### src/nocFlitPkg.sv
`default_nettype none

package nocFlitPkg;

  // width of the payload carried by every flit.
  localparam int FLIT_DATA_W = 16;

  // a header payload holds the packet length in its low bits.
  localparam int LENGTH_W = 12;

  typedef logic [FLIT_DATA_W-1:0] flitDataT;

  // Kind of flit on a channel.
  typedef enum logic [2:0]
  {
    FLIT_NONE   = 3'd0,  // no flit on the channel.
    FLIT_HEADER = 3'd1,  // first flit, low bits give the packet length.
    FLIT_BODY   = 3'd2,
    FLIT_TAIL   = 3'd3   // last flit of the packet.
  } flitKindE;

endpackage

`default_nettype wire

### src/arbPkg.sv
`default_nettype none

package arbPkg;

  import nocFlitPkg::*;

  localparam int NUM_PORTS = 5;

  // mesh ports, listed in the cyclic search order.
  typedef enum logic [2:0]
  {
    PORT_L = 3'd0,
    PORT_N = 3'd1,
    PORT_E = 3'd2,
    PORT_W = 3'd3,
    PORT_S = 3'd4
  } portE;

  typedef enum logic [2:0]
  {
    GRANT_IDLE = 3'd0,
    GRANT_L    = 3'd1,
    GRANT_N    = 3'd2,
    GRANT_E    = 3'd3,
    GRANT_W    = 3'd4,
    GRANT_S    = 3'd5
  } grantStateE;

  typedef logic [LENGTH_W-1:0] holdCountT;   // sized to count up to any header length.
  typedef logic [NUM_PORTS-1:0] portMaskT;

  // Port that owns the output in a grant state, only meaningful outside idle.
  function automatic portE ownerOf(grantStateE state);
    case (state)
      GRANT_N: return PORT_N;
      GRANT_E: return PORT_E;
      GRANT_W: return PORT_W;
      GRANT_S: return PORT_S;
      default: return PORT_L;
    endcase
  endfunction

  function automatic grantStateE grantOf(portE port);
    case (port)
      PORT_L:  return GRANT_L;
      PORT_N:  return GRANT_N;
      PORT_E:  return GRANT_E;
      PORT_W:  return GRANT_W;
      PORT_S:  return GRANT_S;
      default: return GRANT_IDLE;
    endcase
  endfunction

endpackage

`default_nettype wire

### src/flitChannel.sv
`timescale 1ns/1ps
`default_nettype none

interface flitChannel
  import nocFlitPkg::*;
();

  logic     valid;
  logic     ready;
  flitKindE kind;
  flitDataT data;   // kind and data stay put while valid waits for ready.

  modport source
  (
    output valid,
    output kind,
    output data,
    input  ready
  );

  modport sink
  (
    input  valid,
    input  kind,
    input  data,
    output ready
  );

  // observes the handshake without taking part in it.
  modport monitor
  (
    input valid,
    input ready,
    input kind,
    input data
  );

endinterface

`default_nettype wire

### src/holdTimerBank.sv
`timescale 1ns/1ps
`default_nettype none

module holdTimerBank
  import nocFlitPkg::*;
  import arbPkg::*;
(
  input  logic               clk,
  input  logic               rst,
  flitChannel.monitor        inCh [NUM_PORTS],
  input  portMaskT           runTimer,
  output portMaskT           timesUp
);

  for (genvar p = 0; p < NUM_PORTS; p++)
  begin : gTimer
    holdCountT holdLimit;
    holdCountT holdCount;
    logic      headerSeen;

    // the limit follows any visible header, transferred or not.
    assign headerSeen = inCh[p].valid && (inCh[p].kind == FLIT_HEADER);

    always_ff @(posedge clk)
    begin
      if (rst)
      begin
        holdLimit <= '0;  // a zero limit gives a one-cycle grant.
        holdCount <= '0;
      end
      else
      begin
        if (headerSeen)
        begin
          holdLimit <= inCh[p].data[LENGTH_W-1:0];
        end
        if (runTimer[p])
        begin
          holdCount <= holdCount + 1'b1;
        end
        else
        begin
          holdCount <= '0;  // restarts for every new grant.
        end
      end
    end

    assign timesUp[p] = (holdCount == holdLimit);
  end

endmodule

`default_nettype wire

### src/rotatePicker.sv
`timescale 1ns/1ps
`default_nettype none

module rotatePicker
  import arbPkg::*;
(
  input  grantStateE state,
  input  portMaskT   request,
  output portE       nextPort,
  output logic       anyRequest
);

  portE startAfter;

  // idle searches as if S had just owned the port, so L comes first.
  assign startAfter = (state == GRANT_IDLE) ? PORT_S : ownerOf(state);

  // Walk the ring backwards so the first requester after the owner wins.
  always_comb
  begin
    int idx;
    nextPort = PORT_L;
    for (int off = NUM_PORTS; off >= 1; off--)
    begin
      idx = int'(startAfter) + off;
      if (idx >= NUM_PORTS)
      begin
        idx = idx - NUM_PORTS;
      end
      if (request[idx])
      begin
        nextPort = portE'(idx[2:0]);  // the owner itself sits at off equal to NUM_PORTS.
      end
    end
  end

  assign anyRequest = |request;

endmodule

`default_nettype wire

### src/grantFsm.sv
`timescale 1ns/1ps
`default_nettype none

module grantFsm
  import arbPkg::*;
(
  input  logic       clk,
  input  logic       rst,
  input  portMaskT   request,
  input  portMaskT   timesUp,
  input  portE       nextPort,
  input  logic       anyRequest,
  output grantStateE state,
  output portMaskT   runTimer
);

  grantStateE nextState;
  portE       owner;
  logic       keepGrant;

  assign owner = ownerOf(state);

  // the owner stays while it still asks and its hold budget is left.
  assign keepGrant = (state != GRANT_IDLE) && request[owner] && !timesUp[owner];

  always_comb
  begin
    runTimer = '0;
    if (keepGrant)
    begin
      runTimer[owner] = 1'b1;
      nextState = state;
    end
    else if (anyRequest)
    begin
      nextState = grantOf(nextPort);  // may hand the port straight back to the owner.
    end
    else
    begin
      nextState = GRANT_IDLE;
    end
  end

  always_ff @(posedge clk)
  begin
    if (rst)
    begin
      state <= GRANT_IDLE;
    end
    else
    begin
      state <= nextState;
    end
  end

endmodule

`default_nettype wire

### src/flitSwitch.sv
`timescale 1ns/1ps
`default_nettype none

module flitSwitch
  import nocFlitPkg::*;
  import arbPkg::*;
(
  input  grantStateE  state,
  flitChannel.sink    inCh [NUM_PORTS],
  flitChannel.source  outCh
);

  portE     sel;
  logic     idle;
  portMaskT owned;
  portMaskT chValid;
  flitKindE chKind [NUM_PORTS];
  flitDataT chData [NUM_PORTS];

  assign idle = (state == GRANT_IDLE);
  assign sel  = ownerOf(state);

  always_comb
  begin
    owned = '0;
    if (!idle)
    begin
      owned[sel] = 1'b1;
    end
  end

  // interface arrays take constant indices only, so flatten them here.
  for (genvar p = 0; p < NUM_PORTS; p++)
  begin : gFlatten
    assign chValid[p]  = inCh[p].valid;
    assign chKind[p]   = inCh[p].kind;
    assign chData[p]   = inCh[p].data;
    assign inCh[p].ready = owned[p] && outCh.ready;  // losers see no ready.
  end

  assign outCh.valid = !idle && chValid[sel];
  assign outCh.kind  = idle ? FLIT_NONE : chKind[sel];
  assign outCh.data  = idle ? '0 : chData[sel];

endmodule

`default_nettype wire

### src/outPortAllocator.sv
`timescale 1ns/1ps
`default_nettype none

module outPortAllocator
  import nocFlitPkg::*;
  import arbPkg::*;
(
  input  logic       clk,
  input  logic       rst,
  input  portMaskT   inValid,
  output portMaskT   inReady,
  input  flitKindE   inKind [NUM_PORTS],
  input  flitDataT   inData [NUM_PORTS],
  output logic       outValid,
  input  logic       outReady,
  output flitKindE   outKind,
  output flitDataT   outData,
  output grantStateE outSource
);

  grantStateE state;
  portMaskT   runTimer;
  portMaskT   timesUp;
  portE       nextPort;
  logic       anyRequest;

  flitChannel inCh [NUM_PORTS] ();
  flitChannel outCh ();

  for (genvar p = 0; p < NUM_PORTS; p++)
  begin : gInputs
    assign inCh[p].valid = inValid[p];
    assign inCh[p].kind  = inKind[p];
    assign inCh[p].data  = inData[p];
    assign inReady[p]    = inCh[p].ready;
  end

  assign outValid     = outCh.valid;
  assign outKind      = outCh.kind;
  assign outData      = outCh.data;
  assign outCh.ready  = outReady;
  assign outSource    = state;  // tags the origin of the flit on the output link.

  holdTimerBank uHoldTimerBank
  (
    .clk      (clk),
    .rst      (rst),
    .inCh     (inCh),
    .runTimer (runTimer),
    .timesUp  (timesUp)
  );

  rotatePicker uRotatePicker
  (
    .state      (state),
    .request    (inValid),
    .nextPort   (nextPort),
    .anyRequest (anyRequest)
  );

  grantFsm uGrantFsm
  (
    .clk        (clk),
    .rst        (rst),
    .request    (inValid),
    .timesUp    (timesUp),
    .nextPort   (nextPort),
    .anyRequest (anyRequest),
    .state      (state),
    .runTimer   (runTimer)
  );

  flitSwitch uFlitSwitch
  (
    .state (state),
    .inCh  (inCh),
    .outCh (outCh)
  );

endmodule

`default_nettype wire

### config.mk
export PLATFORM = sky130hd
export DESIGN_NAME = outPortAllocator
export DESIGN_NICKNAME = d
export VERILOG_FILES = /design/src/nocFlitPkg.sv /design/src/arbPkg.sv /design/src/flitChannel.sv /design/src/holdTimerBank.sv /design/src/rotatePicker.sv /design/src/grantFsm.sv /design/src/flitSwitch.sv /design/src/outPortAllocator.sv
export SDC_FILE = /design/constraint.sdc
export NUM_CORES = 1
export LEC_CHECK = 0
export BUFFER_PORTS_ARGS = -buffer_cell sky130_fd_sc_hd__buf_4
export CAP_MARGIN = 15
export CORE_MARGIN = 8
export CORE_UTILIZATION = 40
export DETAILED_ROUTE_END_ITERATION = 7
export HOLD_SLACK_MARGIN = 0.1
export PLACE_DENSITY = 0.69
export REMOVE_ABC_BUFFERS = 1
export SLEW_MARGIN = 40
export SYNTH_ARGS = -nofsm -noshare
export SYNTH_HDL_FRONTEND = slang
export SYNTH_SLANG_ARGS = --single-unit
export TNS_END_PERCENT = 1
### constraint.sdc
create_clock -name clk -period 4.7 [get_ports clk]
set_input_delay 0.705 -clock clk [delete_from_list [all_inputs] [get_ports clk]]
set_output_delay 0.705 -clock clk [all_outputs]
set_load 0.01 [all_outputs]
==> Yosys cells after proc, flatten, opt, wreduce, memory -nomap -nowiden <==
Cells that the tools add are included.
{ "totals": {"reg_bits": 123, "latchBits": 0, "mem_bits_rw": 0, "rom_bits": 0, "n_memories": 0} }
{ "op_classes": {"n_addsub": 15, "multipliers": 0, "div": 0, "n_lt_le_gt_ge": 13, "n_eq_ne": 18, "shifts": 0, "mux": 45, "n_bitwise": 6, "n_reduce_logical": 25} }
{ "op_table": {"columns": ["cell", "count"], "rows": [
  ["32-bit by 4-bit greater-or-equal comparator with 1-bit output (second input constant)", 5],
  ["32-bit by 5-bit less-than comparator with 1-bit output (second input constant)", 5],
  ["32-bit two-way mux", 5],
  ["32-bit by 4-bit subtractor with 32-bit output (second input constant)", 5],
  ["12-bit by 1-bit adder with 12-bit output (second input constant)", 5],
  ["12-bit == test", 5],
  ["16-bit binary-select mux with 3-bit select", 1],
  ["16-bit two-way mux", 3],
  ["3-bit two-way mux", 10],
  ["1-bit binary-select mux with 3-bit select", 7],
  ["3-bit by 1-bit == test with 1-bit output (second input constant)", 6],
  ["3-bit case mux with 5 select lines", 1],
  ["1-bit logical AND", 14],
  ["1-bit two-way mux", 13],
  ["3-bit by 2-bit == test with 1-bit output (second input constant)", 4],
  ["3-bit case mux with 4 select lines", 1],
  ["5-bit two-way mux", 2],
  ["2-bit OR reduction", 5],
  ["3-bit binary-select mux with 3-bit select", 1],
  ["3-bit == test (second input constant)", 3],
  ["3-bit by 2-bit adder with 4-bit output (second input constant)", 2],
  ["3-bit by 3-bit adder with 4-bit output (second input constant)", 2],
  ["3-bit zero test", 2],
  ["1-bit inverter", 5],
  ["9 further kinds", 10]
]} }

==> Logic depth before layout (Yosys ltp) <==
Gate-level depths: netlist (run 1).
{ "depth": {"depth_word": 17, "ltp_mapped": 20} }

==> Hierarchy <==
From an unflattened synthesis (run 1), not the netlist that was laid out.
{ "unflattened": {"cells_unflattened": 1054, "hier_area_um2": 8232.9} }
{ "modules_own_cells": {"columns": ["mod", "n_inst", "cells_per_inst", "area_each_um2"], "rows": [
  ["holdTimerBank", 1, 636, 5357.6],
  ["rotatePicker", 1, 189, 1352.5],
  ["flitSwitch", 1, 180, 1176.1],
  ["grantFsm", 1, 44, 309.0],
  ["outPortAllocator", 1, 5, 37.5]
]} }

==> Worst setup path before layout (run 1) <==
No wires, ideal clock.
{ "synth_path": {"path_type": "reg-to-reg", "from": "register uGrantFsm.state[2]", "to": "register uGrantFsm.state[2]", "setup_ns": 0.070, "arrival_time_ns": 4.189, "setup_slack_ns": 0.440, "path_stages_with_launch": 21, "n_path_buf": 5, "period_less_slack_ns": 4.260, "cell_sequence": "dfxtp_1 -> buf_6 -> buf_2 -> inv_1 -> ha_1 -> buf_2 -> nand2b_1 -> nand2_1 -> o211ai_1 -> clkbuf_1 -> ha_1 -> buf_2 -> and4bb_1 -> o21ai_1 -> a21boi_0 -> o31ai_2 -> or2_1 -> o221a_1 -> o31a_1 -> or3b_1 -> a21oi_1"} }
{ "synth_between": {"elab_chain_cells": 17, "word_cells_on_any_way": 62} }
{ "synth_rtl": {"columns": ["element", "line_no", "text"], "rows": [
  ["start, declared", "grantFsm.sv:13", "output grantStateE state,"],
  ["start signal, assigned", "grantFsm.sv:52", "state <= nextState;"],
  ["3-bit == test / 3-bit by 2-bit == test with 1-bit output (equally long branches)", "arbPkg.sv:34", "case (state)"],
  ["3-bit case mux with 4 select lines", "arbPkg.sv:34", null],
  ["3-bit two-way mux", "rotatePicker.sv:16", "assign startAfter = (state == GRANT_IDLE) ? PORT_S : ownerOf(state);"],
  ["3-bit by 3-bit adder with 4-bit output", "rotatePicker.sv:25", "idx = int'(startAfter) + off;"],
  ["32-bit by 4-bit subtractor with 32-bit output / 32-bit by 4-bit greater-or-equal comparator with 1-bit output (equally long branches)", "rotatePicker.sv:28, rotatePicker.sv:26", null],
  ["32-bit two-way mux", "rotatePicker.sv:26", "if (idx >= NUM_PORTS)"],
  ["1-bit binary-select mux with 3-bit select", "rotatePicker.sv:30", "if (request[idx])"],
  ["1-bit two-way mux (not written as such) (2 in a row)", "rotatePicker.sv:30", null],
  ["3-bit two-way mux (5 in a row)", "rotatePicker.sv:30", null],
  ["3-bit == test, or another cell as far along", "arbPkg.sv:44", "case (port)"],
  ["3-bit case mux with 5 select lines", "arbPkg.sv:44", null],
  ["3-bit two-way mux", "grantFsm.sv:34", "else if (anyRequest)"]
]} }
Several ways; a longest one is shown, not always the timed one. The select of a mux whose other input is x is not followed.
A chain may end at the register's enable or synchronous reset.

==> Worst setup path in the final report (run 1) <==
{ "layout_path": {"from": "register uGrantFsm.state[1]", "to": "output outData[10]"} }
{ "layout_between": {"elab_chain_cells": 7, "word_cells_on_any_way": 11} }
{ "layout_rtl": {"columns": ["element", "line_no", "text"], "rows": [
  ["3-bit == test / 3-bit by 2-bit == test with 1-bit output (equally long branches)", "arbPkg.sv:34", null],
  ["3-bit case mux with 4 select lines", "arbPkg.sv:34", null],
  ["3-bit inverter with 4-bit output (not written as such)", "flitSwitch.sv:43", "assign outCh.data = idle ? '0 : chData[sel];"],
  ["16-bit binary-select mux with 3-bit select", "flitSwitch.sv:43", null],
  ["16-bit two-way mux (not written as such) (2 in a row)", "flitSwitch.sv:43", null],
  ["16-bit two-way mux *", "flitSwitch.sv:43", null],
  ["end, declared", "outPortAllocator.sv:17", "output flitDataT outData,"]
]} }
Mark *: on every way between the ends. The rest lies on a longest branch, timed or not. The select of a mux whose other input is x is not followed.

==> results.md, run 1 <==
* Post-Layout Cell Count at 1267
* Number of synthesized flops with an enable pin at 0
* # diodes at 0
* Antenna-violating nets left at 0
* Reg2reg start: uGrantFsm.state[1]
* Dpl hpwl at 18020 um
* Largest net degree at the start of global routing at 67
* Max cap viols at 0
* Critical Path RT at 3.99 ns
* Rel. slew slack at 48.04%
* Synth Register Bits at 123
* Hold Fails Final Rpt at 0
* Post-route DRC at 0
* Final #Nets at 1145
* Max Freq at 233.4 MHz
* Post-synth cell types at 69
* Critical path arrival at 3.58 ns
* Placed Cells at 1236
* Yosys top cell area share at 34.99%
* Post-synth top flop: dfxtp_1
* Setup Viol. Count Final at 0
* CP endpoint kind: output port
* Die area at 22090 um2
* Die width at 148.6 um
* Unrepaired setup endpoints after global routing: no
* Synth area leaders: dfxtp_1 (35%), xnor2_1 (8.6%), nand2_1 (8.1%), nor2_1 (6.6%), a21oi_1 (6.3%)
* Syn-to-layout area delta at 24.72%
* Crit path launch type: flop
* Max-slew violation count at 0
* Slowest stage delay, CP at 0.74 ns
* Slowest CP cell: dfxtp_1
* Cts repair resizes at 0
* CTS root buffer: clkbuf_16
* Initial antenna violation count at 0
* H-tree depth at 4
* Worst vdd ir at 0.0003147 V
* Final setup margin at 0.4156 ns
* CTS clock-pin slew for the worst setup and hold paths at 0.05 ns
* Crit Path Class: flop to output port
* Die Ht at 148.6 um
* Final Core Density at 50.91%
* Min-delay src: uHoldTimerBank.gTimer[0].holdLimit[3]
* GR Util All Layers at 21.24%
* Core footprint at 17240 um2
* Wire per inst at 18.70 um
* Final Total Pwr at 4.461 mW
* Postcts setup bufs at 0
* Gpl congestion at 0.9299
* Avg Cell Area, Syn at 7.616 um2
* Starting Density at 40.82%
* CP delay by family, top: compound AO/OA/AOI/OAI gates
* Asr flop ratio synth at 0%
* CTS buffer count at 17
* Sequential-to-total area share from yosys stat at 34.99%
* Skew final at 0.009360 ns
* Setup TNS at 0 ns
* Worst Setup SP: uGrantFsm.state[1]
* Crit-path most repeated cell: buf_4
* Skew-Pair Late Insertion Delay at 0.42 ns
* Vias in the first global route at 6622
* YS warnings at 0
* CP Max Fanout at 18
* Fill count at 1677
* Buf/Inv on CP at 3
* Grt ovf at 0
* Layout cells sized above 1 at 18.23%
* PortBufs at 130
* Final period util at 91.16%
* WL final at 23690 um
* Crit path cell chain: ha_1, a22oi_1, buf_4, buf_4, o22ai_1, nor4_1, buf_4
* Leakage at 3.382 nW
* PD cells at 508.4 nW/um2
* # IOs at 131
* Worst Hold Class: flop to flop
* Pre-CTS WS at 0.6495 ns
* DR iter-0 viols at 550
* First-pass GRT wire length at 36880 um
* Post-synthesis cell area at 7037 um2
* Routed vias at 6937
* Final min period at 4.284 ns
* Clock tree buffer depth at 2
* Synth Instances at 924
* Top cell type by total area after synthesis: dfxtp_1
* Clk sinks at 123
* Hold-fix buffers, CTS at 0
* CTS tree: done
* Worst Tran Pin Value at 0.7794 ns
* Average vias per placed instance at 5.475
* Status: complete, no violations
* Pre-antenna DRT Iters at 5
* Row count at 48
power breakdown:
part / internal (mW) / total (mW) / switching [mW]
logic: 0.833 / 2.05 / 1.22
registers: 1.07 / 1.10 / 0.0349
clock network: 0.841 / 1.31 / 0.465
worst paths after layout:
kind,end,slack (ns),depth (start not counted)
min,uHoldTimerBank.gTimer[0].holdLimit[3],0.46,2
max reg2reg,uGrantFsm.state[2],0.56,14
min reg2reg,uHoldTimerBank.gTimer[0].holdLimit[3],0.46,2
max,outData[10],0.42,7
flip-flops by register name, indices dropped and copies added, names as in the netlist:
name	count
uGrantFsm.state	3
uHoldTimerBank.gTimer.holdCount	60
uHoldTimerBank.gTimer.holdLimit	60
logic make-up after synthesis:
family,share of synthesized area (%)
adders and majority gates,2.134
and+or+nand+nor,28.22
DFF,34.99
AOI/OAI and AO/OA,14.08
xor gates and xnor gates,14.19
buffers and inverters,4.445
muxes,1.938
area by class of cell:
class / instances / area (um2) / area share [%]
Inverter: 19 / 71.32 / 0.8127
Clock inverter: 8 / 118.9 / 1.354
Tap cell: 225 / 281.5 / 3.208
Clock buffer: 23 / 457.9 / 5.218
Multi-Input combinational cell: 728 / 4325 / 49.29
Timing Repair Buffer: 141 / 1059 / 12.06
Sequential cell: 123 / 2462 / 28.06
cell usage after synthesis (2+ instances only):
cell / n
xnor2_1: 69
nand3_1: 43
clkbuf_1: 38
nand4bb_1: 4
nand2_1: 152
mux2_2: 2
o21a_1: 2
xor2_1: 45
inv_1: 15
nor2b_1: 7
a211oi_1: 2
buf_4: 6
nor4_1: 25
o22ai_1: 21
nand3b_1: 2
o311ai_0: 2
nand4_1: 18
mux2i_1: 10
buf_2: 7
o21ai_0: 8
nor2_1: 124
buf_1: 2
and3_1: 19
a22oi_1: 2
o211ai_1: 4
o21ai_1: 5
or2_1: 2
inv_2: 3
nand2b_1: 9
a21boi_0: 2
and2_1: 2
a221oi_2: 2
ha_1: 12
a21oi_1: 89
a211o_1: 2
dfxtp_1: 123
nor4bb_1: 4
nor3_1: 6
or3_1: 2
a22o_1: 2
a31oi_1: 2
through the flow:
| stage | area, um2 | hold slack, ns |
|---|---|---|
| after floorplan | 6795 | 0.4420 |
| after global placement | 8170 | 0.4549 |
| after detailed placement | 8197 | 0.4591 |
| after CTS | 8773 | 0.4663 |
| after global routing | 8776 | 0.4801 |
| final | 8776 | 0.4647 |
placed cells by master, fill, tap and decap left out, drive strengths merged, types with 2 or more instances in the layout:
cell | synthesis | layout
nand2 | 152 | 152
buf | 16 | 141
nor2 | 124 | 124
dfxtp | 123 | 123
a21oi | 90 | 90
xnor2 | 69 | 69
xor2 | 45 | 45
nand3 | 43 | 43
nor4 | 25 | 25
clkbuf | 38 | 23
o22ai | 21 | 21
and3 | 19 | 19
nand4 | 18 | 18
inv | 18 | 18
o21ai | 14 | 14
ha | 12 | 12
mux2i | 11 | 11
nand2b | 10 | 10
nor2b | 7 | 7
nor3 | 6 | 6
clkinv | 1 | 6
o211ai | 5 | 5
nand4bb | 4 | 4
nor4bb | 4 | 4
bufinv | 0 | 3
a221oi | 3 | 3
a21boi | 3 | 3
a22oi | 2 | 2
a31oi | 2 | 2
or3 | 2 | 2
or2 | 2 | 2
and2 | 2 | 2
o21a | 2 | 2
nand3b | 2 | 2
a211o | 2 | 2
mux2 | 2 | 2
a22o | 2 | 2
o311ai | 2 | 2
a211oi | 2 | 2
routing by layer:
| metal | GRT usage [%] | routed length [um] |
|---|---|---|
| met1 | 28.08 | 10350 |
| met2 | 33.73 | 11160 |
| met3 | 4.436 | 1720 |
| met4 | 6.935 | 456 |
| met5 | 0 | 0 |
worst reg2reg max path: stages, from the launching register on:
cell,delay (ns)
dfxtp_1,0.74
ha_1,0.43
nand2b_1,0.20
nand2_1,0.07
o211ai_1,0.11
ha_1,0.57
inv_1,0.15
o22ai_1,0.18
a211o_1,0.20
o31ai_2,0.09
or2_1,0.23
o221a_1,0.25
o31a_1,0.33
or3b_1,0.38
a21oi_1,0.12
(Power assumes the default switching activity.)
==> run 2, diff against run 1 <==
PLACE_DENSITY = 0.61   (was 0.69)
SKIP_CTS_REPAIR_TIMING = 1   (was not set)
==> results.md, run 2 (synthesis gave the netlist of run 1 again) <==
* Status: complete, no violations
* Layout cells sized above 1 at 18.44%
* Combinational Power Share at 48.4%
* # IOs at 131
* Hold Fails Final Rpt at 0
* Final setup margin at 0.4071 ns
* Hold Path Sink: uHoldTimerBank.gTimer[0].holdLimit[11]
* Fill count at 1738
* Crit Reg-Reg Endpoint: uGrantFsm.state[2]
* H-tree depth at 4
* Placed Cells at 1238
* Max cap viols at 0
* Crit Path Class: flop to output port
* Rel. slew slack at 40.23%
* CTS root buffer: clkbuf_16
* Row count at 48
* Gpl congestion at 0.9013
* Sw Share at 39.81%
* Final Core Density at 50.54%
* Area of the multi-input gates at 4325 um2
* Die area at 22090 um2
* Average vias per placed instance at 5.410
* Commonest non-fill, non-tap cells in the layout: nand2_1 (151), buf_4 (143), nor2_1 (124), dfxtp_1 (123), a21oi_1 (89)
* Crit path cell chain: inv_1, ha_1, buf_4, a22oi_1, buf_4, buf_4, o22ai_1, nor4_1, buf_4
* Syn-to-layout area delta at 23.81%
* Routed vias at 6849
* Worst R2R Path Depth at 16
* Min-delay src: uHoldTimerBank.gTimer[0].holdLimit[11]
* Initial antenna violation count at 0
* Internal power at 2.575 mW
* Grt ovf at 0
* Pre-CTS WS at 0.7567 ns
* Seq pwr share at 25.4%
* Crit-path most repeated cell: buf_4
* Post-route DRC at 0
* # diodes at 0
* Slowest stage delay, CP at 0.73 ns
* Pre-antenna DRT Iters at 5
* Dpl hpwl at 18140 um
* FF-to-FF setup slack at 0.68 ns
* WL final at 23290 um
* Reg area at 2462 um2
* Reg2reg start: uGrantFsm.state[2]
* Core footprint at 17240 um2
* GR Util All Layers at 20.84%
* Post-Layout Cell Count at 1266
* Die Ht at 148.6 um
* Wire per inst at 18.40 um
* CTS buffer count at 17
* Crit path launch type: flop
* Worst Hold Class: flop to flop
* Worst vdd ir at 0.0003206 V
* Antenna-violating nets left at 0
* Slowest CP cell: a22oi_1
* Worst Tran Pin Value at 0.8965 ns
* Critical path arrival at 3.59 ns
* CTS tree: done
* Skew-Pair Late Insertion Delay at 0.41 ns
* Leakage at 3.347 nW
* Min-Delay Path Depth at 2
* Commonest non-fill, non-tap cell in the layout: nand2_1
* Setup Viol. Count Final at 0
* CP Max Fanout at 15
* CP endpoint kind: output port
* Final #Nets at 1147
* Die width at 148.6 um
* Setup TNS at 0 ns
* Largest net degree at the start of global routing at 55
* CTS clock-pin slew for the worst setup and hold paths at 0.05 ns
* Unrepaired setup endpoints after global routing: no
* Starting Density at 40.82%
* Vias in the first global route at 6549
* Final min period at 4.293 ns
* DR iter-0 viols at 442
* Critical Path RT at 3.99 ns
* Psw at 1.703 mW
* Skew final at 0.008894 ns
* PortBufs at 130
* Clock tree buffer depth at 2
* First-pass GRT wire length at 36120 um
* Clock power share at 26.3%
* PD cells at 491.0 nW/um2
* Largest regs: uHoldTimerBank.gTimer.holdCount: 60 flops, uHoldTimerBank.gTimer.holdLimit: 60 flops, uGrantFsm.state: 3 flops
* Final period util at 91.34%
* Clk sinks at 123
* Max Freq at 232.9 MHz
* Max-slew violation count at 0
## run 2: worst max-delay path: cells and delay by family (launching register included)
kind | cells | cell delay (ns)
fa+ha+maj | 1 | 0.35
buf+inv | 5 | 1.13
simple gates | 1 | 0.53
flops | 1 | 0.31
compound gates | 2 | 0.84
## run 2: worst max-delay path by stage
stage | from | to | slack (ns)
2_1_floorplan | uGrantFsm.state[2] | uGrantFsm.state[2] | 0.15
3_3_place_gp | uGrantFsm.state[2] | uGrantFsm.state[2] | 0.82
3_5_place_dp | uGrantFsm.state[2] | uGrantFsm.state[2] | 0.76
4_1_cts | uGrantFsm.state[2] | outKind[0] | 0.45
5_1_grt | uGrantFsm.state[2] | outKind[2] | 0.31
6_report | uGrantFsm.state[2] | outKind[2] | 0.41
## run 2: cell type report
cell class | count | area share, %
clock inverters | 8 | 0.5888
clock buffers | 20 | 5.127
well taps | 225 | 3.231
inverters | 19 | 0.8186
flip-flops and latches | 123 | 28.26
multi-input cells | 728 | 49.65
repair buffers | 143 | 12.32
## run 2: layer usage
metal	vias up	wire length, um	track usage, %
li1	3380	-	-
met1	3196	10560	27.97
met2	231	10410	31.07
met3	42	1686	6.047
met4	0	629	7.343
met5	-	0	0
## run 2: metrics by stage
| stage | cell area (um2) | total power, mW | hold WS, ns |
|---|---|---|---|
| 2_1_floorplan | 6795 | 2.382 | 0.4420 |
| 3_3_place_gp | 8185 | 3.143 | 0.4554 |
| 3_5_place_dp | 8212 | 3.141 | 0.4613 |
| 4_1_cts | 8710 | 4.266 | 0.4683 |
| 5_1_grt | 8712 | 4.516 | 0.4813 |
| 6_report | 8712 | 4.278 | 0.4659 |
## run 2: power groups by stage
stage / Sequential, mW / Combinational [mW] / Clock, mW
2_1_floorplan: 1.14 / 1.24 / 0
3_3_place_gp: 1.11 / 2.04 / 0
3_5_place_dp: 1.11 / 2.03 / 0
4_1_cts: 1.09 / 2.04 / 1.14
5_1_grt: 1.09 / 2.23 / 1.19
6_report: 1.09 / 2.07 / 1.12
